### config.mk
export PLATFORM = sky130hd
export DESIGN_NAME = memWriteback
export DESIGN_NICKNAME = d
export VERILOG_FILES = /design/src/isaPkg.sv /design/src/memWriteback.sv
export SDC_FILE = /design/constraint.sdc
export NUM_CORES = 1
export LEC_CHECK = 0
export ABC_AREA = 1
export BUFFER_PORTS_ARGS = -buffer_cell sky130_fd_sc_hd__clkbuf_2
export CORE_ASPECT_RATIO = 1.5
export CORE_UTILIZATION = 35
export CTS_CLUSTER_SIZE = 30
export DETAILED_ROUTE_END_ITERATION = 6
export PLACE_DENSITY = 0.76
export REMOVE_ABC_BUFFERS = 1
export SLEW_MARGIN = 15
export SYNTH_ARGS = -nofsm -noshare
export SYNTH_HDL_FRONTEND = slang
export SYNTH_SLANG_ARGS = --single-unit
### constraint.sdc
create_clock -name clock -period 0.8 [get_ports clock]
set_clock_uncertainty 0.15 [all_clocks]
set_input_delay 0.12 -clock clock [delete_from_list [all_inputs] [get_ports clock]]
set_output_delay 0.12 -clock clock [all_outputs]
set_load 0.02 [all_outputs]
### src/isaPkg.sv
package isaPkg;

  localparam int dataWidth = 32;
  localparam int regAddrWidth = 5;
  localparam int memWords = 256;

  // Word index is taken from pc[9:2]
  localparam int wordLsb = 2;
  localparam int memIdxWidth = $clog2(memWords);

  // Instruction field positions
  localparam int opWidth = 6;
  localparam int opLsb = 26;
  localparam int rsLsb = 21;
  localparam int rtLsb = 16;
  localparam int rdLsb = 11;
  localparam int functLsb = 0;
  localparam int immWidth = 16;
  localparam int targetWidth = 26;

  typedef enum logic [opWidth-1:0] {
    rType = 6'h00,
    j     = 6'h02,
    beq   = 6'h04,
    bne   = 6'h05,
    addi  = 6'h08,
    lw    = 6'h23,
    sw    = 6'h2b
  } opcodeT;

  typedef enum logic [opWidth-1:0] {
    functAdd = 6'h20,
    functSub = 6'h22,
    functAnd = 6'h24,
    functOr  = 6'h25,
    functSlt = 6'h2a
  } functT;

endpackage

### src/memWriteback.sv
`timescale 1ns/10ps

module memWriteback
  import isaPkg::*;
(
  input  logic                    clock,
  input  logic                    rstN,
  input  logic [dataWidth-1:0]    aluResultMem,
  input  logic [dataWidth-1:0]    dataRdata,
  input  logic [regAddrWidth-1:0] destMem,
  input  logic                    memToRegMem,
  input  logic                    regWriteMem,
  output logic                    wbEn,
  output logic [regAddrWidth-1:0] wbReg,
  output logic [dataWidth-1:0]    wbData
);

  // Writes to register zero are dropped here
  always_ff @(posedge clock or negedge rstN) begin
    if (!rstN) begin
      wbEn <= 1'b0;
    end else begin
      wbEn <= regWriteMem && (destMem != '0);
    end
  end

  always_ff @(posedge clock) begin
    wbReg  <= destMem;
    wbData <= memToRegMem ? dataRdata : aluResultMem;
  end

endmodule

==> flow_summary.toml <==
[synthesis]
syn_area_um2 = 1400
synth_cell_types = 12
yosys_warnings = 0
syn_avg_cell_area_um2 = 9.54
syn_inst = 147
ys_ff_latch = 38
synth_seq_area_share = 0.546

[placed_design]
place.gp.congestion = 0.783
post-place-ws_ns = -0.0867
port_buffers = 110
hpwl_um = 2370

[min_path]
hold_start = "dataRdata[28]"
hp-class = "primary input to register"
min_to = "wbData[28]$_DFF_P_"
hold_depth = 3

[setup_path]
worstPathRequired_ns = 0.83
cp-end-kind = "register"
start_kind = "primary input"
crit_arrival_ns = 1.14
worstPathMaxFanout = 2
crit_type = "primary input to register"

[timing]
rsz0062_at_grt = "yes"
setup_viol = 39
fmax_mhz = 898
layout_min_cycle_time_ns = 1.11
timing.hold.ws_ns = -0.122
worst_pin_slew_ns = 0.181
layout_setup_ws_ns = -0.313
finalCritPeriodShare = 1.39
drv_slew = 0
hold_viol = 34
slew_headroom = 0.880

[global_routing]
grt_usage = 0.188
grt_first_pass_wirelength_um = 5660
antenna_found_initial = 0
grt_overflow = 0
grt_pass1_vias = 1374
grt_max_degree = 36

[clock_tree]
clkTransAtPathRegs_ns = 0.08
clock_sinks = 38
cts_tree = "yes"
clock_path_buffers = 2
post_cts_buffers = 0
clockRootBuffer = "clkbuf_8"
h-tree-depth = 2
numCtsBuffers = 5

[cells_and_area]
drive_above_1_share = 0.711
antenna_cells = 0
fin_nets = 338
final_cell_mix = "clkbuf_2 (73), buf_8 (37), dfxtp_2 (37)"
area_growth_syn_to_layout_pct = 80.7
final_common_cell = "clkbuf_2"

[die]
initial_core_util = 0.374
die_h_um = 79.5
dieArea_um2 = 4270
die_x_um = 53.7
rows = 27
pin_count = 111
core_um2 = 3750

[power_and_ir_drop]
power_density_nw_per_um2 = 1900
ir_drop_v = 0.00183
power_uw = 4810
p_leak_uw = 0.00135

[outcome]
violations = "hold timing, setup timing"
status = "finished, violations left"

[route]
ant_nets = 0
wl_um = 3770
drt-pass1-iter-count = 4
drtIter0Drc = 20
via_per_inst = 4.33
via_count = 1337
wl_per_cell_um = 12.2
post-route-drc-count = 0

[job]
cap_violations = 0
-- cells by family (layout without fill, tap and decap cells) --
family / after synthesis / in the layout / synth area share
compound gates: 32 / 32 / 0.192
simple gates: 36 / 36 / 0.101
flops: 38 / 38 / 0.546
buf+inv: 41 / 160 / 0.161
-- cell usage after synthesis --
cell,instances,area [µm²]
buf_12,1,20.0
buf_6,3,33.8
buf_8,3,45.0
dfrtp_1,1,25.0
dfxtp_1,37,741
inv_1,34,128
nand2_1,31,116
nand2_2,2,12.5
nand3_1,1,5.00
nor2_1,2,7.51
o21ai_0,3,15.0
o21ai_2,29,254
-- layout make-up --
class	count	area [µm²]
Timing Repair Buffer	118	1020
Tap cell	43	53.8
Inverter	34	128
Clock inverter	3	40.0
Multi-Input combinational cell	68	410
Clock buffer	5	68.8
Fill cell	290	1210
Sequential cell	38	812
-- through the flow --
| step | instances | hold slack, ns | setup TNS [ns] | utilization | instance area (µm²) |
|---|---|---|---|---|---|
| final | 309 | -0.122 | -7.98 | 0.676 | 2530 |
| after global routing | 309 | -0.132 | -9.10 | 0.676 | 2530 |
| after CTS | 309 | -0.132 | -8.75 | 0.660 | 2480 |
| after detailed placement | 295 | -0.247 | -1.67 | 0.520 | 1950 |
| after global placement | 295 | -0.255 | -1.13 | 0.520 | 1950 |
| after floorplan | 140 | -0.326 | 0 | - | 1300 |
-- metal layers --
metal  global-route usage  routed length [µm]  vias up
li1                     -                   -      680
met1                0.159                1100      580
met2                0.346                2250       69
met3               0.0724                 326        8
met4                0.105                  89        0
met5                    0                   0        -
-- critical path, stage by stage --
cell           delay [ns]
clkbuf_2             0.08
dlygate4sd3_1        0.58
nor2_1               0.12
nand3_1              0.09
nand2_1              0.09
inv_1                0.05
-- sequential cells by signal, summed over array words and instances (netlist names) --
signal  flops
wbEn        1
wbData     32
wbReg       5
-- how the worst max path moves through the flow --
stage	start	to	slack [ns]	cells after the start
floorplan	wbEn$_DFF_PN0_	wbEn	0.11	0
global placement	memToRegMem	wbData[31]$_DFF_P_	-0.07	3
detailed placement	memToRegMem	wbData[31]$_DFF_P_	-0.09	3
CTS	wbEn$_DFF_PN0_	wbEn	-0.29	1
global route	destMem[0]	wbEn$_DFF_PN0_	-0.36	6
finish	destMem[0]	wbEn$_DFF_PN0_	-0.31	6
-- power breakdown --
part | switching, µW | internal [µW] | total, µW
registers | 93.9 | 2070 | 2160
clock network | 654 | 917 | 1570
logic | 465 | 612 | 1080
total | 1210 | 3600 | 4810
-- repair_timing --
action,in CTS,in global routing
gates resized for setup,99,50
hold endpoints to repair,39,35
endpoints found under the setup margin,38,39
hold buffers,6,1
pin swaps,0,2
gates cloned,0,0
Note: power is estimated with default switching activity, not from simulation.
