$ cat src/isaPkg.sv
package isaPkg;

  localparam int dataWidth = 32;
  localparam int regAddrWidth = 5;
  localparam int memWords = 256;

  // Word index is taken from pc[9:2]
  localparam int wordLsb = 2;
  localparam int memIdxWidth = $clog2(memWords);

  // Instruction field positions
  localparam int opWidth = 6;
  localparam int opLsb = 26;
  localparam int rsLsb = 21;
  localparam int rtLsb = 16;
  localparam int rdLsb = 11;
  localparam int functLsb = 0;
  localparam int immWidth = 16;
  localparam int targetWidth = 26;

  typedef enum logic [opWidth-1:0] {
    rType = 6'h00,
    j     = 6'h02,
    beq   = 6'h04,
    bne   = 6'h05,
    addi  = 6'h08,
    lw    = 6'h23,
    sw    = 6'h2b
  } opcodeT;

  typedef enum logic [opWidth-1:0] {
    functAdd = 6'h20,
    functSub = 6'h22,
    functAnd = 6'h24,
    functOr  = 6'h25,
    functSlt = 6'h2a
  } functT;

endpackage

$ cat src/hazardUnit.sv
`timescale 1ns/10ps

module hazardUnit
  import isaPkg::*;
(
  input  logic [regAddrWidth-1:0] rsId,
  input  logic [regAddrWidth-1:0] rtId,
  input  logic                    usesRs,
  input  logic                    usesRt,
  input  logic                    isBranch,
  input  logic [regAddrWidth-1:0] rtEx,
  input  logic                    memReadEx,
  input  logic [regAddrWidth-1:0] destEx,
  input  logic                    regWriteEx,
  input  logic [regAddrWidth-1:0] destMem,
  input  logic                    memReadMem,
  output logic                    stall,
  output logic                    idExFlush
);

  logic loadUse;
  logic branchOnEx;
  logic branchOnMem;

  // True when decode reads a non-zero register about to be written
  function automatic logic readsReg(input logic [regAddrWidth-1:0] dest);
    return (dest != '0) && ((usesRs && rsId == dest) || (usesRt && rtId == dest));
  endfunction

  always_comb begin
    loadUse     = memReadEx && readsReg(rtEx);
    branchOnEx  = isBranch && regWriteEx && readsReg(destEx);
    branchOnMem = isBranch && memReadMem && readsReg(destMem);
  end

  // Decode holds and a bubble goes into execute
  assign stall     = loadUse || branchOnEx || branchOnMem;
  assign idExFlush = stall;

endmodule

$ cat config.mk
export PLATFORM = sky130hd
export DESIGN_NAME = hazardUnit
export DESIGN_NICKNAME = d
export VERILOG_FILES = /design/src/isaPkg.sv /design/src/hazardUnit.sv
export SDC_FILE = /design/constraint.sdc
export NUM_CORES = 1
export LEC_CHECK = 0
export BUFFER_PORTS_ARGS = -buffer_cell sky130_fd_sc_hd__buf_2
export CAP_MARGIN = 10
export CORE_AREA = 2 2 39 41
export DETAILED_ROUTE_END_ITERATION = 7
export DIE_AREA = 0 0 41 43
export PLACE_DENSITY = 0.77
export SETUP_SLACK_MARGIN = 0.3
export SYNTH_ARGS = -nofsm -noshare
export SYNTH_HDL_FRONTEND = slang
export SYNTH_SLANG_ARGS = --single-unit
$ cat constraint.sdc
create_clock -name vclk -period 3.2
set_input_delay 0.16 -clock vclk [all_inputs]
set_output_delay 0.16 -clock vclk [all_outputs]
set_load 0.01 [all_outputs]
==> flow_summary_export.csv <==
group,metric,value,unit
outcome,status,"finished, final reports clean",
power_and_ir_drop,p_sw,36.6,µW
route,vias,505,
power_and_ir_drop,pwr-share-clk,0,%
timing,finalSetupViolCount,0,
timing,setup_tns,0,ps
power_and_ir_drop,p_leak,0.000272,µW
final_layout,syn2layout_area_growth,43.3,%
timing,relSlewSlack,80.0,%
timing,fin_crit_sh,52.9,%
power_and_ir_drop,p_int,35.4,µW
floorplanning,start_util,29.7,%
global_routing,groute.usage.overall,15.9,%
placed_design,place_ws,1500,ps
power_and_ir_drop,switching_share,50.8,%
clocking,postCtsSetupRepairBufs,0,
clocking,cts_resized,0,
final_layout,layout_commonest_cell,"buf_2",
timing,timing.fmax,591,MHz
final_layout,drive_gt1_share,41.2,%
final_layout,final_cell_mix,"buf_2, xor2_1, nor4_1, xnor2_1, nand3_1",
global_routing,grt_pass1_vias,493,
route,drt_wl_total,1230,µm
route,dr.first_iter.drc_count,7,
route,firstDrtPassIters,4,
placed_design,gp_congestion,0.862,
final_layout,clkbuf_count,0,
floorplanning,die_area,1760,µm²
route,drc,0,
global_routing,grt_max_degree,4,
global_routing,antenna_found_initial,0,
synth,avgSynthCellArea,7.74,µm²
min_path,hp-start,"memReadMem",
placed_design,portBuffers,33,
global_routing,gr-total-overflow,0,
global_routing,grt_pass1_wl,2060,µm
floorplanning,die-height,43,µm
synth,yosysSeqAreaShare,0,%
floorplanning,fp.coreArea,1380,µm²
synth,syn_area,410,µm²
placed_design,dp_hpwl,1130,µm
critical_path,cp_max_fo,3,
timing,finalWorstSetupSlack,1510,ps
final_layout,utilization,42.5,%
floorplanning,row_count,14,
final_layout,regArea,0,µm²
synth,netlist_instances,53,
timing,drv_slew,0,
synth,syn_nets,84,
floorplanning,die_w,41,µm
critical_path,cp_data_required_time,3040,ps
synth,ys_types,12,
synth,yosys_warnings,0,
power_and_ir_drop,power_frac_comb,100.0,%
power_and_ir_drop,seqPwrFrac,0,%
critical_path,cp_data_arrival_time,1530,ps
critical_path,critPathKind,"input pin to output pin",
final_layout,diodes,0,
power_and_ir_drop,power.density,122,nW/µm²
power_and_ir_drop,ir_drop,0.0549,mV
timing,hold_viol,0,
clocking,ctsHoldBuffers,0,
min_path,min_path_cells,5,
critical_path,worstSetupEndpointType,"output pin",
min_path,hp-class,"input pin to output pin",
route,vias_per_cell,5.00,
final_layout,nFlopsAndLatches,0,
final_layout,fin_nets,118,
timing,period_minus_slack,1690,ps
run,cap_violations,0,
route,final_antenna_net_count,0,
timing,tightest_slew,297,ps
min_path,hold_end,"stall",
timing,rsz0062_at_grt,"false",
critical_path,start_kind,"input pin",
floorplanning,io_pins,33,
route,wl_per_cell,12.2,µm
[layer usage]
metal  wire length (µm)  GRT usage [%]
met1                542           23.1
met5                  0              0
met4                  0              0
met3                 78              0
met2                610           26.9
[area by class of cell]
cell class	count	area [µm²]
multi-input cells	52	403
well taps	16	20.0
repair buffers	33	165
fillers	151	796
[synthesized netlist by cell type]
cell / number / area share (%)
or4_4: 1 / 2.7
or3_1: 1 / 1.5
o21ai_1: 1 / 1.2
xor2_1: 24 / 51
xnor2_1: 6 / 13
a21oi_1: 3 / 3.7
o211ai_2: 1 / 3.0
o211ai_1: 1 / 1.8
nand3_1: 6 / 7.3
nor4_1: 6 / 9.1
buf_4: 1 / 1.8
or4_1: 2 / 3.7
[worst max path at each step]
| stage | from | to | slack (ps) |
|---|---|---|---|
| 2_1_floorplan | destMem[1] | stall | 1620 |
| 3_3_place_gp | destMem[1] | stall | 1520 |
| 3_5_place_dp | rtEx[1] | stall | 1500 |
| 4_1_cts | rtEx[1] | stall | 1490 |
| 5_1_grt | rtEx[1] | idExFlush | 1430 |
| 6_report | rtEx[1] | idExFlush | 1510 |
[power groups by stage]
stage	sequential (µW)	clock, µW	combinational [µW]
floorplan	0	0	32.9
global route	0	0	80.2
global placement	0	0	69.8
CTS	0	0	72.6
finish	0	0	72.0
detailed placement	0	0	72.3
[worst max-delay path, stage by stage]
cell and delay [ps]:
buf_2 120, or4_1 510, o21ai_1 140, a21oi_1 60
or3_1 390, buf_2 150
[logic make-up after synthesis]
logic type	Yosys count	synth area share [%]
AND/OR/NAND/NOR	16	24.4
buffers and inverters	1	1.83
XOR/XNOR	30	64.0
AO/OA/AOI/OAI	6	9.75
[through the flow]
| stage | hold slack, ps | cells | power (µW) | cell area [µm²] |
|---|---|---|---|---|
| CTS | 826 | 101 | 72.6 | 588 |
| finish | 816 | 101 | 72.0 | 588 |
| floorplan | 608 | 53 | 32.9 | 410 |
| global route | 868 | 101 | 80.2 | 588 |
| detailed placement | 826 | 101 | 72.3 | 588 |
| global placement | 810 | 101 | 69.8 | 588 |
Note: power is estimated with default switching activity, not from simulation.
