## config.mk

```make
export PLATFORM = sky130hd
export DESIGN_NAME = fetchStage
export DESIGN_NICKNAME = d
export VERILOG_FILES = /design/src/isaPkg.sv /design/src/fetchStage.sv
export SDC_FILE = /design/constraint.sdc
export NUM_CORES = 1
export LEC_CHECK = 0
export BUFFER_PORTS_ARGS = -buffer_cell sky130_fd_sc_hd__clkbuf_2
export CAP_MARGIN = 40
export CELL_PAD_IN_SITES_DETAIL_PLACEMENT = 0
export CELL_PAD_IN_SITES_GLOBAL_PLACEMENT = 1
export CORE_UTILIZATION = 41
export CTS_CLUSTER_SIZE = 20
export DETAILED_ROUTE_END_ITERATION = 10
export PLACE_DENSITY_LB_ADDON = 0.1
export SETUP_SLACK_MARGIN = 0.02
export SLEW_MARGIN = 20
export SYNTH_ARGS = -nofsm -noshare
export SYNTH_HDL_FRONTEND = slang
export SYNTH_SLANG_ARGS = --single-unit
```

## constraint.sdc

```tcl
create_clock -name clock -period 2.84 [get_ports clock]
set_input_delay 0.426 -clock clock [delete_from_list [all_inputs] [get_ports clock]]
set_output_delay 0.426 -clock clock [all_outputs]
set_load 0.005 [all_outputs]
```

## src/isaPkg.sv

```systemverilog
package isaPkg;

  localparam int dataWidth = 32;
  localparam int regAddrWidth = 5;
  localparam int memWords = 256;

  // Word index is taken from pc[9:2]
  localparam int wordLsb = 2;
  localparam int memIdxWidth = $clog2(memWords);

  // Instruction field positions
  localparam int opWidth = 6;
  localparam int opLsb = 26;
  localparam int rsLsb = 21;
  localparam int rtLsb = 16;
  localparam int rdLsb = 11;
  localparam int functLsb = 0;
  localparam int immWidth = 16;
  localparam int targetWidth = 26;

  typedef enum logic [opWidth-1:0] {
    rType = 6'h00,
    j     = 6'h02,
    beq   = 6'h04,
    bne   = 6'h05,
    addi  = 6'h08,
    lw    = 6'h23,
    sw    = 6'h2b
  } opcodeT;

  typedef enum logic [opWidth-1:0] {
    functAdd = 6'h20,
    functSub = 6'h22,
    functAnd = 6'h24,
    functOr  = 6'h25,
    functSlt = 6'h2a
  } functT;

endpackage

```

## src/fetchStage.sv

```systemverilog
`timescale 1ns/10ps

module fetchStage
  import isaPkg::*;
(
  input  logic                 clock,
  input  logic                 rstN,
  input  logic                 stall,
  input  logic                 redirect,
  input  logic [dataWidth-1:0] target,
  input  logic                 ifIdFlush,
  input  logic [dataWidth-1:0] instrIn,
  output logic [dataWidth-1:0] pc,
  output logic [dataWidth-1:0] instrId,
  output logic [dataWidth-1:0] pcPlus4Id
);

  logic [dataWidth-1:0] pcPlus4;

  assign pcPlus4 = pc + dataWidth'(4);

  // Stall wins over a redirect
  // The branch resolves again next cycle
  always_ff @(posedge clock or negedge rstN) begin
    if (!rstN) begin
      pc <= '0;
    end else if (!stall) begin
      pc <= redirect ? target : pcPlus4;
    end
  end

  // All-zero word decodes as a no-op
  always_ff @(posedge clock or negedge rstN) begin
    if (!rstN) begin
      instrId <= '0;
    end else if (!stall) begin
      instrId <= ifIdFlush ? '0 : instrIn;
    end
  end

  always_ff @(posedge clock) begin
    if (!stall) begin
      pcPlus4Id <= pcPlus4;
    end
  end

endmodule

```

==> results by group, run 1 <==
Synthesis
  • Number of distinct library cells after synthesis: 54
  • Post-synth EDFFs: 32
  • Number of instances in the synthesized netlist: 481
  • Fraction of synthesized cell area taken by the top area cell type: 32.71%
  • FF+latch count, synth: 96
  • Top cell type by total area after synthesis: dfrtp_1
  • Main synth FF type: dfrtp_1
  • Top cells by area, synth: dfrtp_1 33%, edfxtp_1 20%, nand2b_1 4.1%
  • Async set-or-reset flop fraction in the synthesized netlist: 66.67%
  • Post-Syn Nets: 551
  • Share of synthesized area occupied by flip-flops and latches: 52.34%
  • Avg Inst Size Synth: 10.18 um2
  • Synth warnings: 0
  • Cell area after synthesis: 4896 um2

Clock network
  • Maximum clock insertion buffer count: 2
  • Clock net sink count: 96
  • Number of setup buffers added after CTS: 0
  • Number of buffers created by CTS: 9
  • Clock tree root driver cell: clkbuf_16
  • Clock transition time at the flip-flop clock pins of the worst setup and hold paths: 70 ps
  • Skew-Pair Late Insertion Delay: 350 ps
  • Clock tree from TritonCTS: done
  • Number of hold buffers added after CTS: 0
  • H-tree Lvls: 3
  • Count of cells resized by post-cts repair: 0

Place
  • Detail Placement HPWL: 8.928 mm
  • Final RePlAce weighted congestion: 0.8176
  • Count of input and output buffers: 164
  • Area of placed instances: 5712 um2

Setup path
  • Worst-path cell chain: and4_1 > nand3_1 > or4_4 > xnor2_1
  • Critical Path RT: 2940 ps
  • Critical Path Source Type: register
  • Critical setup path kind: reg -> reg
  • Slowest cell on crit path: or4_4
  • Highest cell delay on the worst timing path: 670 ps
  • Data arrival time at the worst-slack endpoint: 2360 ps
  • Cell count of the worst reg-to-reg path: 4
  • Type of element capturing the critical path: register
  • CP max FO: 14

Finish
  • Layout Utilization: 52.00%
  • Number of nets in the layout: 690
  • Commonest non-fill, non-tap cells in the layout: 162 x clkbuf_2, 64 x dfrtp_1, 51 x nand2_1, 38 x o21ai_0
  • Area overhead of the layout relative to synthesis: 22.31%
  • Sequential cell area: 2562 um2
  • Count of inserted antenna diode cells: 0
  • Most frequent standard cell in the layout excluding fill and tap cells: clkbuf_2
  • Combined area of the multi-input logic cells: 2044 um2
  • Fraction of final layout cells sized beyond drive strength 1: 31.36%
  • Non-Filler Cell Area, Final: 5988 um2
  • Filler Cell Count: 1,085

Route
  • Violation count after the first detailed-route iteration: 337
  • Detailed-route via count: 4,174
  • Number of design rule violations left after detail routing: 17
  • Post-DR vias/cell: 5.435
  • Wire per inst: 16.59 um
  • First drt pass iteration count: 8
  • Total wire length after detailed routing: 12.74 mm
  • Antenna Nets Post-Route: 0

STA
  • Final setup skew: 6.270 ps
  • Post-layout min period: 2264 ps
  • Final period utilization: 79.71%
  • Setup tns final: 0 ps
  • Number of endpoints failing setup at the final stage: 0
  • Setup repair after global routing missed its margin: no
  • Final hold violations: 0
  • Slew at the pin with the worst max-slew slack: 618.6 ps
  • Fmax: 441.7 MHz
  • Final Max Slew Viols: 0
  • Worst rel slew slack: 58.38%

Die
  • Vert. Die Dim: 111.3 um
  • Count of pins on the block boundary: 165
  • Num rows: 39
  • Initial core utilization: 42.51%
  • Core Footprint: 11,520 um2
  • Die extent in x: 111.3 um
  • Area enclosed by the die boundary: 12,380 um2

Global routing
  • Pin count of the biggest net entering global routing: 65
  • Vias in the first global route: 4,007
  • Global-route wire length before repair: 20.70 mm
  • Overall global routing resource usage: 21.29%
  • Grt total ovfl: 0
  • Number of antenna violations at the first check in global routing: 0

Status
  • Failing checks: design-rule violations
  • Outcome: finished with violations

Power and ir drop
  • Lkg Pwr: 2.590 nW
  • Largest vdd supply drop: 0.0002789 V
  • Overall power: 0.003558 W
  • Power density over the cells: 594.1 nW/um2

Worst hold path
  • Worst hold path type: in -> async

Run
  • # Max-Cap Violations: 0
-- kinds of logic (layout without fill, tap and decap cells) --
| family | count (synthesis) | count (layout) | synth area share, % |
|---|---|---|---|
| simple gates | 185 | 185 | 20.85 |
| compound gates | 116 | 116 | 14.98 |
| flops | 96 | 96 | 52.34 |
| buf+inv | 52 | 196 | 5.903 |
| xor+xnor | 28 | 28 | 5.009 |
| mux | 3 | 3 | 0.6644 |
| fa+ha+maj | 1 | 1 | 0.2555 |
-- Yosys cell counts (4+ instances only) --
| cell type | instances |
|---|---|
| nor2_1 | 13 |
| dfrtp_1 | 64 |
| inv_1 | 7 |
| o21ai_0 | 38 |
| nand3_1 | 18 |
| nand2b_1 | 32 |
| xnor2_1 | 20 |
| nand2_1 | 51 |
| nor3_1 | 9 |
| o21ai_1 | 9 |
| buf_6 | 5 |
| edfxtp_1 | 32 |
| and3_1 | 6 |
| nor4_1 | 6 |
| o211ai_1 | 10 |
| clkbuf_1 | 22 |
| a22oi_1 | 15 |
| o311ai_0 | 7 |
| nand4_1 | 12 |
| a21oi_1 | 16 |
| xor2_1 | 8 |
| or4_1 | 5 |
| or3_1 | 13 |
| buf_2 | 4 |
| buf_4 | 11 |
-- layer usage --
metal  global-route usage [%]  part of all wire, %  wire length (um)
met3                    5.249                  7.9              1006
met4                    8.468                  1.9               246
met1                    28.55                   45              5743
met5                        0                    0                 0
met2                    33.04                   45              5747
-- through the flow --
| step | hold WS (ps) | instances | setup slack, ps |
|---|---|---|---|
| after CTS | 106.9 | 768 | 596.6 |
| after global routing | 125.6 | 768 | 431.6 |
| after floorplan | 130.4 | 481 | 555.7 |
| after detailed placement | 474.3 | 752 | 588.7 |
| final | 88.87 | 768 | 576.3 |
| after global placement | 466.0 | 752 | 680.2 |
-- layout make-up --
cell class | count | share of cell area, %
Clock buffer | 13 | 4.346
Timing Repair Buffer | 172 | 14.96
Tap cell | 143 | 2.988
Sequential cell | 96 | 42.79
Multi-Input combinational cell | 333 | 34.14
Clock inverter | 3 | 0.2716
Inverter | 8 | 0.5015
-- registers in the layout (all words and copies together) (netlist names) --
signal / flops
pcPlus4Id: 32
pc: 32
instrId: 32
-- worst paths after layout --
path                                  start             to  slack (ps)
max in group asynchronous              rstN         pc[16]        2460
worst max register to register       pc[12]  pcPlus4Id[31]         580
worst min register to register        pc[1]   pcPlus4Id[1]         480
worst min-delay path                   rstN    instrId[11]          90
min in group clock              instrIn[31]    instrId[31]         300
worst max-delay path                 pc[12]  pcPlus4Id[31]         580
-- critical path: cells and delay by family, from the launching register on --
kind / cells / cell delay, ps
and+or+nand+nor: 3 / 1400
DFF: 1 / 490
xor gates and xnor gates: 1 / 130
-- power by group --
part | leakage (nW) | switching, W | internal (W) | total [W]
clock network | 0.133 | 0.000511 | 0.000638 | 0.00115
registers | 1.10 | 0.000190 | 0.00161 | 0.00180
logic | 1.35 | 0.000315 | 0.000293 | 0.000608
total | 2.59 | 0.00102 | 0.00254 | 0.00356
Power figures use the tool's default switching activity.
==> inputs of run 2 (changes only) <==
CORE_UTILIZATION = 38   (was 41)
clock period = 2.15 ns   (was 2.84 ns; I/O delays follow)
==> results by group, run 2 (synthesis results as in run 1) <==
Setup path
  • Critical Path RT: 2250 ps
  • Worst-path cell chain: and4_1 > nand4_1 > or3_1 > xnor2_1
  • Critical setup path kind: reg -> reg
  • Critical Path Source Type: register
  • CP max FO: 8
  • Slowest cell on crit path: dfrtp_1
  • CP bufs+invs: 0
  • Top cell family by delay on the critical path: simple AND/OR/NAND/NOR gates
  • Type of element capturing the critical path: register
  • Highest cell delay on the worst timing path: 460 ps
  • Data arrival time at the worst-slack endpoint: 2070 ps

Power and ir drop
  • Lkg Pwr: 2.776 nW
  • Largest vdd supply drop: 0.0003241 V
  • Power density over the cells: 777.9 nW/um2

Status
  • Outcome: finished clean

Finish
  • Post-route non-filler standard cell count: 832
  • Commonest non-fill, non-tap cells in the layout: 162 x clkbuf_2, 64 x dfrtp_1, 51 x nand2_1, 42 x buf_4, 38 x o21ai_0
  • Number of nets in the layout: 725
  • Combined area of the multi-input logic cells: 2044 um2
  • Sequential cell area: 2562 um2
  • Fraction of final layout cells sized beyond drive strength 1: 35.15%
  • Count of inserted antenna diode cells: 0
  • Area overhead of the layout relative to synthesis: 28.98%
  • Top Registers: instrId (32), pcPlus4Id (32), pc (32)
  • Non-Filler Cell Area, Final: 6315 um2
  • Filler Cell Count: 1,211
  • Layout Utilization: 50.24%
  • Most frequent standard cell in the layout excluding fill and tap cells: clkbuf_2

Worst hold path
  • Worst hold path type: in -> async

STA
  • Number of endpoints failing setup at the final stage: 0
  • Worst-case hold slack: 37.49 ps
  • Final period utilization: 91.68%
  • Post-layout min period: 1971 ps
  • Final hold violations: 0
  • Final Max Slew Viols: 0
  • Slew at the pin with the worst max-slew slack: 742.7 ps
  • Setup repair after global routing missed its margin: no
  • Final setup skew: 8.319 ps
  • Setup tns final: 0 ps
  • Fmax: 507.3 MHz
  • Worst rel slew slack: 50.49%

Global routing
  • Vias in the first global route: 4,129
  • Global-route wire length before repair: 21.43 mm
  • Number of antenna violations at the first check in global routing: 0
  • Grt total ovfl: 0
  • Pin count of the biggest net entering global routing: 65
  • Overall global routing resource usage: 21.29%

Place
  • Final RePlAce weighted congestion: 0.8659
  • Count of input and output buffers: 164
  • Detail Placement HPWL: 9.936 mm
  • Area of placed instances: 6023 um2
  • Number of placed cells counting well taps: 816

Clock network
  • H-tree Lvls: 3
  • Number of hold buffers added after CTS: 0
  • Number of buffers created by CTS: 9
  • Clock tree from TritonCTS: done
  • Clock tree root driver cell: clkbuf_16
  • Maximum clock insertion buffer count: 2
  • Skew-Pair Late Insertion Delay: 350 ps
  • Clock transition time at the flip-flop clock pins of the worst setup and hold paths: 70 ps
  • Clock net sink count: 96
  • Number of setup buffers added after CTS: 0
  • Count of cells resized by post-cts repair: 0

Route
  • First drt pass iteration count: 5
  • Post-DR vias/cell: 5.139
  • Number of design rule violations left after detail routing: 0
  • Wire per inst: 16.49 um
  • Detailed-route via count: 4,276
  • Antenna Nets Post-Route: 0
  • Total wire length after detailed routing: 13.72 mm
  • Violation count after the first detailed-route iteration: 320

Die
  • Vert. Die Dim: 115.5 um
  • Num rows: 41
  • Initial core utilization: 38.95%
  • Core Footprint: 12,570 um2
  • Count of pins on the block boundary: 165
  • Die extent in x: 115.5 um
  • Area enclosed by the die boundary: 13,340 um2

Run
  • # Max-Cap Violations: 0
==> run 2: cell count changes in the layout (fill, tap and decap cells not counted) <==
cell and change:
buf_4 +34, clkinv_2 +2, buf_12 +1, bufinv_16 +1
clkbuf_8 -1, clkinv_1 -1, clkinvlp_4 -1
==> run 2: final timing paths <==
kind                                 end  slack, ps        start  cells past startpoint
min in group clock           instrId[31]        190  instrIn[31]                      2
hold reg to reg             pcPlus4Id[0]        470        pc[0]                      0
setup / recovery           pcPlus4Id[24]        180       pc[19]                      4
hold / removal                    pc[14]         40         rstN                      1
max in group asynchronous          pc[3]       1490         rstN                      2
setup reg to reg           pcPlus4Id[24]        180       pc[19]                      4
==> run 2: area by class of cell <==
type / instances / share of cell area [%]
Clock buffer: 12 / 3.903
Clock inverter: 4 / 0.7133
Inverter: 8 / 0.4755
Multi-Input combinational cell: 333 / 32.38
Sequential cell: 96 / 40.58
Tap cell: 172 / 3.408
Timing Repair Buffer: 207 / 18.55
==> run 2: layer usage <==
metal  part of all wire, %  up-vias  GRT usage (%)
li1                      -     2097              -
met1                    45     2014          28.34
met2                    47      147          33.33
met3                   6.2       18          5.178
met4                   1.9        0          8.658
met5                     0        -              0
==> run 2: power breakdown <==
part | switching [W] | leakage [nW] | internal, W
Sequential | 0.000161 | 1.10 | 0.00213
Clock | 0.000694 | 0.146 | 0.000929
Combinational | 0.000530 | 1.53 | 0.000472
Total | 0.00138 | 2.78 | 0.00353
==> run 2: per-stage QoR <==
stage	total power, W	worst slack (ps)
after floorplan	0.002825	165.4
after global placement	0.003323	232.0
after detailed placement	0.003334	193.1
after CTS	0.004968	187.3
after global routing	0.005169	47.50
final	0.004912	178.9
