**src/isaPkg.sv**
```systemverilog
package isaPkg;

  localparam int dataWidth = 32;
  localparam int regAddrWidth = 5;
  localparam int memWords = 256;

  // Word index is taken from pc[9:2]
  localparam int wordLsb = 2;
  localparam int memIdxWidth = $clog2(memWords);

  // Instruction field positions
  localparam int opWidth = 6;
  localparam int opLsb = 26;
  localparam int rsLsb = 21;
  localparam int rtLsb = 16;
  localparam int rdLsb = 11;
  localparam int functLsb = 0;
  localparam int immWidth = 16;
  localparam int targetWidth = 26;

  typedef enum logic [opWidth-1:0] {
    rType = 6'h00,
    j     = 6'h02,
    beq   = 6'h04,
    bne   = 6'h05,
    addi  = 6'h08,
    lw    = 6'h23,
    sw    = 6'h2b
  } opcodeT;

  typedef enum logic [opWidth-1:0] {
    functAdd = 6'h20,
    functSub = 6'h22,
    functAnd = 6'h24,
    functOr  = 6'h25,
    functSlt = 6'h2a
  } functT;

endpackage

```
**src/pipePkg.sv**
```systemverilog
package pipePkg;

  // Operation carried from decode to the execute ALU
  typedef enum logic [2:0] {
    aluAdd,
    aluSub,
    aluAnd,
    aluOr,
    aluSlt
  } aluOpT;

  // Source of an execute operand
  typedef enum logic [1:0] {
    fwdNone,
    fwdMem,
    fwdWb
  } fwdSelT;

endpackage

```
**src/executeStage.sv**
```systemverilog
`timescale 1ns/10ps

module executeStage
  import isaPkg::*;
  import pipePkg::*;
(
  input  logic                    clock,
  input  logic                    rstN,
  input  logic [dataWidth-1:0]    rsDataEx,
  input  logic [dataWidth-1:0]    rtDataEx,
  input  logic [dataWidth-1:0]    immEx,
  input  logic [regAddrWidth-1:0] rsEx,
  input  logic [regAddrWidth-1:0] rtEx,
  input  logic [regAddrWidth-1:0] rdEx,
  input  aluOpT                   aluOpEx,
  input  logic                    aluSrcEx,
  input  logic                    regDstEx,
  input  logic                    memReadEx,
  input  logic                    memWriteEx,
  input  logic                    memToRegEx,
  input  logic                    regWriteEx,
  input  logic                    wbEn,
  input  logic [regAddrWidth-1:0] wbReg,
  input  logic [dataWidth-1:0]    wbData,
  output logic [regAddrWidth-1:0] destEx,
  output logic [dataWidth-1:0]    aluResultMem,
  output logic [dataWidth-1:0]    storeDataMem,
  output logic [regAddrWidth-1:0] destMem,
  output logic                    memReadMem,
  output logic                    memWriteMem,
  output logic                    memToRegMem,
  output logic                    regWriteMem
);

  fwdSelT               fwdA;
  fwdSelT               fwdB;
  logic [dataWidth-1:0] opA;
  logic [dataWidth-1:0] rtFwd;
  logic [dataWidth-1:0] opB;
  logic [dataWidth-1:0] aluResult;

  // Memory stage is younger and wins over writeback
  function automatic fwdSelT selectFwd(input logic [regAddrWidth-1:0] src);
    if (src == '0) begin
      return fwdNone;
    end else if (regWriteMem && destMem == src) begin
      return fwdMem;
    end else if (wbEn && wbReg == src) begin
      return fwdWb;
    end
    return fwdNone;
  endfunction

  always_comb begin
    fwdA = selectFwd(rsEx);
    fwdB = selectFwd(rtEx);
    case (fwdA)
      fwdMem:  opA = aluResultMem;
      fwdWb:   opA = wbData;
      default: opA = rsDataEx;
    endcase
    case (fwdB)
      fwdMem:  rtFwd = aluResultMem;
      fwdWb:   rtFwd = wbData;
      default: rtFwd = rtDataEx;
    endcase
    opB = aluSrcEx ? immEx : rtFwd;
  end

  always_comb begin
    case (aluOpEx)
      aluSub:  aluResult = opA - opB;
      aluAnd:  aluResult = opA & opB;
      aluOr:   aluResult = opA | opB;
      aluSlt:  aluResult = {{(dataWidth-1){1'b0}}, ($signed(opA) < $signed(opB))};
      default: aluResult = opA + opB;
    endcase
  end

  // R-type writes rd, immediate forms write rt
  assign destEx = regDstEx ? rdEx : rtEx;

  always_ff @(posedge clock or negedge rstN) begin
    if (!rstN) begin
      memReadMem  <= 1'b0;
      memWriteMem <= 1'b0;
      memToRegMem <= 1'b0;
      regWriteMem <= 1'b0;
    end else begin
      memReadMem  <= memReadEx;
      memWriteMem <= memWriteEx;
      memToRegMem <= memToRegEx;
      regWriteMem <= regWriteEx;
    end
  end

  always_ff @(posedge clock) begin
    aluResultMem <= aluResult;
    storeDataMem <= rtFwd;
    destMem      <= destEx;
  end

endmodule

```
**config.mk**
```make
export PLATFORM = sky130hd
export DESIGN_NAME = executeStage
export DESIGN_NICKNAME = d
export VERILOG_FILES = /design/src/isaPkg.sv /design/src/pipePkg.sv /design/src/executeStage.sv
export SDC_FILE = /design/constraint.sdc
export NUM_CORES = 1
export LEC_CHECK = 0
export ABC_AREA = 0
export BUFFER_PORTS_ARGS = -buffer_cell sky130_fd_sc_hd__buf_2
export CAP_MARGIN = 10
export CORE_MARGIN = 2
export CORE_UTILIZATION = 35
export DETAILED_ROUTE_END_ITERATION = 12
export PLACE_DENSITY = 0.7
export SYNTH_ARGS = -nofsm -noshare
export SYNTH_HDL_FRONTEND = slang
export SYNTH_SLANG_ARGS = --single-unit
```
**constraint.sdc**
```tcl
create_clock -name clock -period 5.5 [get_ports clock]
set_input_delay 1.1 -clock clock [delete_from_list [all_inputs] [get_ports clock]]
set_output_delay 1.1 -clock clock [all_outputs]
set_load 0.005 [all_outputs]
```
==> results.json, run 1 <==
{
  "critPathLaunchType": "primary input",
  "synthXorXnorAreaFrac": 0.0256,
  "cap_violations": 0,
  "max_stage_delay_ns": 0.52,
  "cts_root_buffer": "clkbuf_16",
  "h-tree-depth": 3,
  "setup_tns_ns": 0,
  "worst_r2r_path_depth": 17,
  "drc_errors": 0,
  "grt_pass1_vias": 9423,
  "core-area_mm2": 0.0233,
  "synth_common_cells": "nand2_1 (129), ha_1 (96), inv_1 (95)",
  "finalCritPeriodShare": 0.966,
  "yosys_warnings": 0,
  "p_leak_uw": 0.00559,
  "num_vias": 9663,
  "grt_antenna_before_repair": 1,
  "port_buffers": 237,
  "async_flop_share": 0.0548,
  "die-height_um": 157,
  "first_pass_iters": 6,
  "gp_congestion": 0.964,
  "rr_endpoint": "aluResultMem[28]",
  "initial_core_util": 0.353,
  "crit_path_end_kind": "flop",
  "cp_slowest_cell": "or4_1",
  "max_freq_ghz": 0.188,
  "wire_per_inst_um": 18.6,
  "synth.net_count": 1354,
  "synth_top_family_by_area": "compound AO/OA/AOI/OAI gates",
  "synthesis.area_mm2": 0.00820,
  "ir_drop_mv": 0.155,
  "syn_area_per_cell_um2": 7.48,
  "period_minus_slack_ns": 5.31,
  "seq_area_frac_synth": 0.181,
  "dpl.hpwl_um": 26000,
  "tightest_slew_ns": 1.10,
  "ant_nets": 0,
  "synth_compound_area_frac": 0.308,
  "rsz0062_at_grt": "false",
  "synth_ff_type": "dfxtp_1",
  "met1_usage": 0.345,
  "met3_usage": 0.0463,
  "placed_cell_area_mm2": 0.0109,
  "synthMuxAreaShare": 0.0531,
  "hold_class": "primary input to asynchronous set/reset pin",
  "top_usage_layer": "met2",
  "avgViaCountPerCell": 5.44,
  "path_clk_slew_ns": 0.06,
  "cp.arrival_ns": 5.59,
  "status": "finished, final reports clean",
  "fin_nets": 1709,
  "clk_latency_ns": 0.37,
  "synth.largest_area_cell": "dfxtp_1",
  "grt_remaining_overflow": 0,
  "finalHoldViolations": 0,
  "cp_num_buf_inv": 2,
  "synth_edf_count": 0,
  "synth_most_common_cell": "nand2_1",
  "design_area_mm2": 0.0113,
  "finalSetupViolations": 0,
  "placed_cells": 1758,
  "cts_inserted_buffers": 9,
  "cts.path.max_buffers": 2,
  "path_max_fanout": 15,
  "grt_pass1_wl_um": 50800,
  "finClkSkew_ns": 0.0128,
  "slew_violations": 0,
  "postSynthCellCount": 1096,
  "ys_ff_latch": 73,
  "crit_family": "compound AO/OA/AOI/OAI gates",
  "synthAdderAreaFrac": 0.151,
  "r2r_slack_ns": 0.78,
  "yosysTopAreaCellShare": 0.168,
  "ys_types": 75,
  "die_area_mm2": 0.0247,
  "cp_cell_sequence": "buf_2, or4_1, nor2_2, nor2_1, and4_1, buf_4, a22oi_1, nand2_1, mux2_2, ha_1, a41o_1, a2111o_1, o21a_1, nor2_4, o31ai_2, a311o_1, or4_1, a32oi_1",
  "critical_path_class": "primary input to flop",
  "wl_um": 33000,
  "final_cells": 1776,
  "drive_above_1_share": 0.353,
  "grt_max_degree": 32,
  "power_density_mw_per_mm2": 240,
  "synthSimpleGateAreaFrac": 0.205,
  "required_ns": 5.78,
  "slew_headroom": 0.266,
  "pre_cts_ws_ns": -0.306,
  "met2_usage": 0.443,
  "timing.rr.start": "destMem[2]",
  "hold_ws_ns": 0.530,
  "io_pins": 238,
  "critPathMostFrequentCell": "or4_1",
  "row_count": 56,
  "cts_sinks": 73,
  "yosys-top-cells-area": "dfxtp_1 (17%), ha_1 (15%), nand2_1 (5.9%)",
  "cts_tree": "yes",
  "drtIter0Drc": 826,
  "track_usage": 0.263,
  "setup_ws_ns": 0.185,
  "syn_to_final_growth_pct": 37.6,
  "dieWidth_um": 157
}
==> registers in the layout, summed over array words and instances, names as in the netlist <==
register      flops
aluResultMem     32
destMem           5
memReadMem        1
memToRegMem       1
memWriteMem       1
regWriteMem       1
storeDataMem     32
==> metal layers <==
metal	share of wire	wire length, um	vias up
met5	0	0	-
met3	0.075	2480	44
li1	-	-	4672
met1	0.44	14600	4572
met2	0.46	15200	375
met4	0.021	679	0
==> repair_timing <==
| item | 4_1_cts | 5_1_grt |
|---|---|---|
| hold buffers | 0 | 0 |
| resized for setup | 0 | 24 |
| setup endpoints to repair | 0 | 15 |
| buffers inserted | 0 | 1 |
| hold endpoints to repair | 0 | 0 |
==> cell usage in the layout (no fill, tap or decap), types with 8 or more instances in the layout <==
cell	n
dfxtp_1	69
a22oi_1	36
nand3_1	12
and2_1	36
buf_2	237
o21bai_1	18
inv_1	95
xor2_1	8
ha_1	95
clkbuf_16	9
a221oi_1	18
nor2b_1	12
o211ai_1	11
nor2_1	80
mux2_2	36
o22ai_1	11
nor4_1	8
nor3_1	11
xnor2_1	14
a21o_1	11
nand4_1	8
a221o_1	36
nand2_1	129
buf_4	175
o221ai_1	14
nand2b_1	22
a21oi_1	64
o21ai_0	43
==> final cells by class <==
cell class	instances	area, um^2
Antenna cell	1	2.50
Clock buffer	9	225
Clock inverter	7	78.8
Fill cell	2324	12000
Inverter	95	357
Multi-Input combinational cell	859	6220
Sequential cell	73	1480
Tap cell	319	399
Timing Repair Buffer	413	2520
==> power breakdown <==
part	switching (uW)	internal [uW]	leakage (uW)
Sequential	64.9	620	0.000629
Clock	285	356	0.000139
Combinational	733	644	0.00482
Total	1080	1620	0.00559
==> worst reg2reg max path, delay by kind of cell (launching register included) <==
family / cells / cell delay, ns
compound gates: 7 / 1.83
xor+xnor: 1 / 0.17
fa+ha+maj: 1 / 0.40
buf+inv: 1 / 0.22
flops: 1 / 0.34
mux: 1 / 0.29
simple gates: 6 / 1.40
==> how the worst max path moves through the flow <==
stage / start / to / slack [ns] / cells past startpoint
2_1_floorplan: rsEx[2] / aluResultMem[0] / 0.004 / 20
3_3_place_gp: rtEx[2] / aluResultMem[23] / -0.35 / 24
3_5_place_dp: rtEx[2] / aluResultMem[30] / -0.31 / 20
4_1_cts: rtEx[2] / aluResultMem[30] / 0.03 / 20
5_1_grt: rtEx[2] / aluResultMem[28] / 0.007 / 18
6_report: rtEx[2] / aluResultMem[28] / 0.19 / 18
==> cell families after synthesis <==
family,after synthesis
buf+inv,164
flops,73
compound gates,345
fa+ha+maj,98
mux,39
xor+xnor,24
simple gates,353
==> stage by stage <==
stage          total power (uW)  utilization
2_1_floorplan              1410            -
3_3_place_gp               2020        0.468
3_5_place_dp               2030        0.468
4_1_cts                    2680        0.481
5_1_grt                    2870        0.485
6_report                   2700        0.485
No activity file was read; power rests on OpenSTA's default activity.
==> run 2, diff against run 1 <==
--- a/config.mk
+++ b/config.mk
@@ -8,8 +8,9 @@
 export ABC_AREA = 0
 export BUFFER_PORTS_ARGS = -buffer_cell sky130_fd_sc_hd__buf_2
 export CAP_MARGIN = 10
-export CORE_MARGIN = 2
+export CORE_MARGIN = 3
 export CORE_UTILIZATION = 35
+export CTS_BUF_LIST = sky130_fd_sc_hd__clkbuf_4
 export DETAILED_ROUTE_END_ITERATION = 12
 export PLACE_DENSITY = 0.7
 export SYNTH_ARGS = -nofsm -noshare
==> results.json, run 2 (synthesis results as in run 1) <==
{
  "status": "finished, final reports clean",
  "path_max_fanout": 9,
  "finalSetupViolations": 0,
  "path_clk_slew_ns": 0.16,
  "drc_errors": 0,
  "die-height_um": 159,
  "cp_slowest_cell": "a2111oi_0",
  "finalHoldViolations": 0,
  "timing.rr.start": "destMem[2]",
  "cts_tree": "yes",
  "h-tree-depth": 3,
  "cts_sinks": 73,
  "finalCritPeriodShare": 0.972,
  "wl_um": 33000,
  "port_buffers": 237,
  "io_pins": 238,
  "cts.path.max_buffers": 2,
  "track_usage": 0.250,
  "crit_path_end_kind": "flop",
  "worstSetupStartpoint": "rtEx[2]",
  "drive_above_1_share": 0.352,
  "post_cts_buffers": 0,
  "avgViaCountPerCell": 5.44,
  "grt_pass1_vias": 9628,
  "dpl.hpwl_um": 26200,
  "hold_class": "primary input to asynchronous set/reset pin",
  "cap_violations": 0,
  "first_pass_iters": 5,
  "fin_nets": 1720,
  "cts_root_buffer": "clkbuf_4",
  "die_area_mm2": 0.0253,
  "period_minus_slack_ns": 5.34,
  "mostFrequentLayoutCells": "buf_2 (237), buf_4 (182), nand2_1 (129), ha_1 (96), inv_1 (95)",
  "drtIter0Drc": 871,
  "power_density_mw_per_mm2": 222,
  "p_total_uw": 2490,
  "initial_core_util": 0.359,
  "nFillCells": 2331,
  "ir_drop_mv": 0.0957,
  "cts_inserted_buffers": 9,
  "gp_congestion": 0.972,
  "regArea_mm2": 0.00148,
  "syn_to_final_growth_pct": 36.9,
  "row_count": 55,
  "grt_remaining_overflow": 0,
  "multiInputGateArea_mm2": 0.00619,
  "largestRegisters": "aluResultMem: 32 flops, storeDataMem: 32 flops, destMem: 5 flops",
  "tightest_slew_ns": 1.05,
  "core-area_mm2": 0.0228,
  "layout_commonest_cell": "buf_2",
  "hold_ws_ns": 0.377,
  "num_vias": 9695,
  "cp_cell_sequence": "buf_2, or4_1, nor2_1, nor2_1, and4_2, buf_12, a22oi_1, nand2_1, mux2_2, ha_1, and2b_1, nor4_2, a21oi_1, buf_4, a221oi_2, o21ai_1, a31o_2, nand2b_1, a2111oi_0, or2_2",
  "max_stage_delay_ns": 0.51,
  "ant_nets": 0,
  "critPathLaunchType": "primary input",
  "critPathMostFrequentCell": "nor2_1",
  "grt_antenna_before_repair": 1,
  "grt_pass1_wl_um": 51900,
  "slew_headroom": 0.303,
  "dieWidth_um": 159,
  "critical_path_class": "primary input to flop",
  "grt_max_degree": 32,
  "max_freq_ghz": 0.187,
  "clk_latency_ns": 0.50,
  "slew_violations": 0,
  "finClkSkew_ns": 0.0184,
  "cp.arrival_ns": 5.81,
  "required_ns": 5.97,
  "rsz0062_at_grt": "false",
  "wire_per_inst_um": 18.5,
  "p_leak_uw": 0.00560
}
[run 2: changes by cell type in the layout (fill, tap and decap cells not counted), moves of 2 or more]
cell	delta
clkinvlp_4	-2
clkbuf_16	-9
buf_4	+7
nor2_4	-2
clkbuf_4	+9
buf_12	+4
clkinv_1	+2
[run 2: final timing paths]
check                                    to  slack [ns]  cells past startpoint
min in group clock          storeDataMem[6]        0.54                      2
max in group asynchronous        memReadMem        5.01                      1
max reg2reg                aluResultMem[29]        0.58                     19
max                        aluResultMem[29]        0.16                     20
min reg2reg                 storeDataMem[6]        0.54                      2
min                             memToRegMem        0.38                      1
[run 2: critical path, delay by kind of cell]
family,cells,cell delay [ns]
adders and majority gates,1,0.40
AOI/OAI and AO/OA,6,1.66
buffers and inverters,3,0.46
and+or+nand+nor,9,1.91
muxes,1,0.28
[run 2: through the flow]
stage                     TNS (ns)  instance area (um^2)  utilization  worst slack [ns]  instances
after floorplan                  0                  8200            -           0.00417       1096
after global placement       -2.63                 11000        0.483            -0.376       1764
after detailed placement     -3.10                 11000        0.483            -0.403       1764
after CTS                        0                 11200        0.490             0.120       1780
after global routing             0                 11200        0.492           0.00385       1781
final                            0                 11200        0.492             0.157       1781
[run 2: routing by layer]
layer	track usage	up-vias	wire, um
met1	0.333	4547	14800
met5	0	-	0
li1	-	4696	-
met3	0.0591	38	2540
met2	0.410	414	15200
met4	0.0601	0	489
[run 2: where the power goes]
group          internal [uW]  leakage, uW  switching (uW)
clock                    184    0.0000820             247
sequential               620     0.000629            62.0
combinational            645      0.00489             733
[run 2: what timing repair did]
action / 4_1_cts / 5_1_grt
endpoints found under the setup margin: 0 / 8
endpoints found under the hold margin: 0 / 0
hold buffers: 0 / 0
gates resized for setup: 0 / 11
[run 2: area by class of cell]
cell class | instances | share of cell area
multi-input combinational | 859 | 0.551
timing repair buffer | 424 | 0.236
sequential | 73 | 0.132
tap | 313 | 0.0349
inverter | 95 | 0.0317
clock inverter | 7 | 0.00824
clock buffer | 9 | 0.00601
antenna | 1 | 0.000223
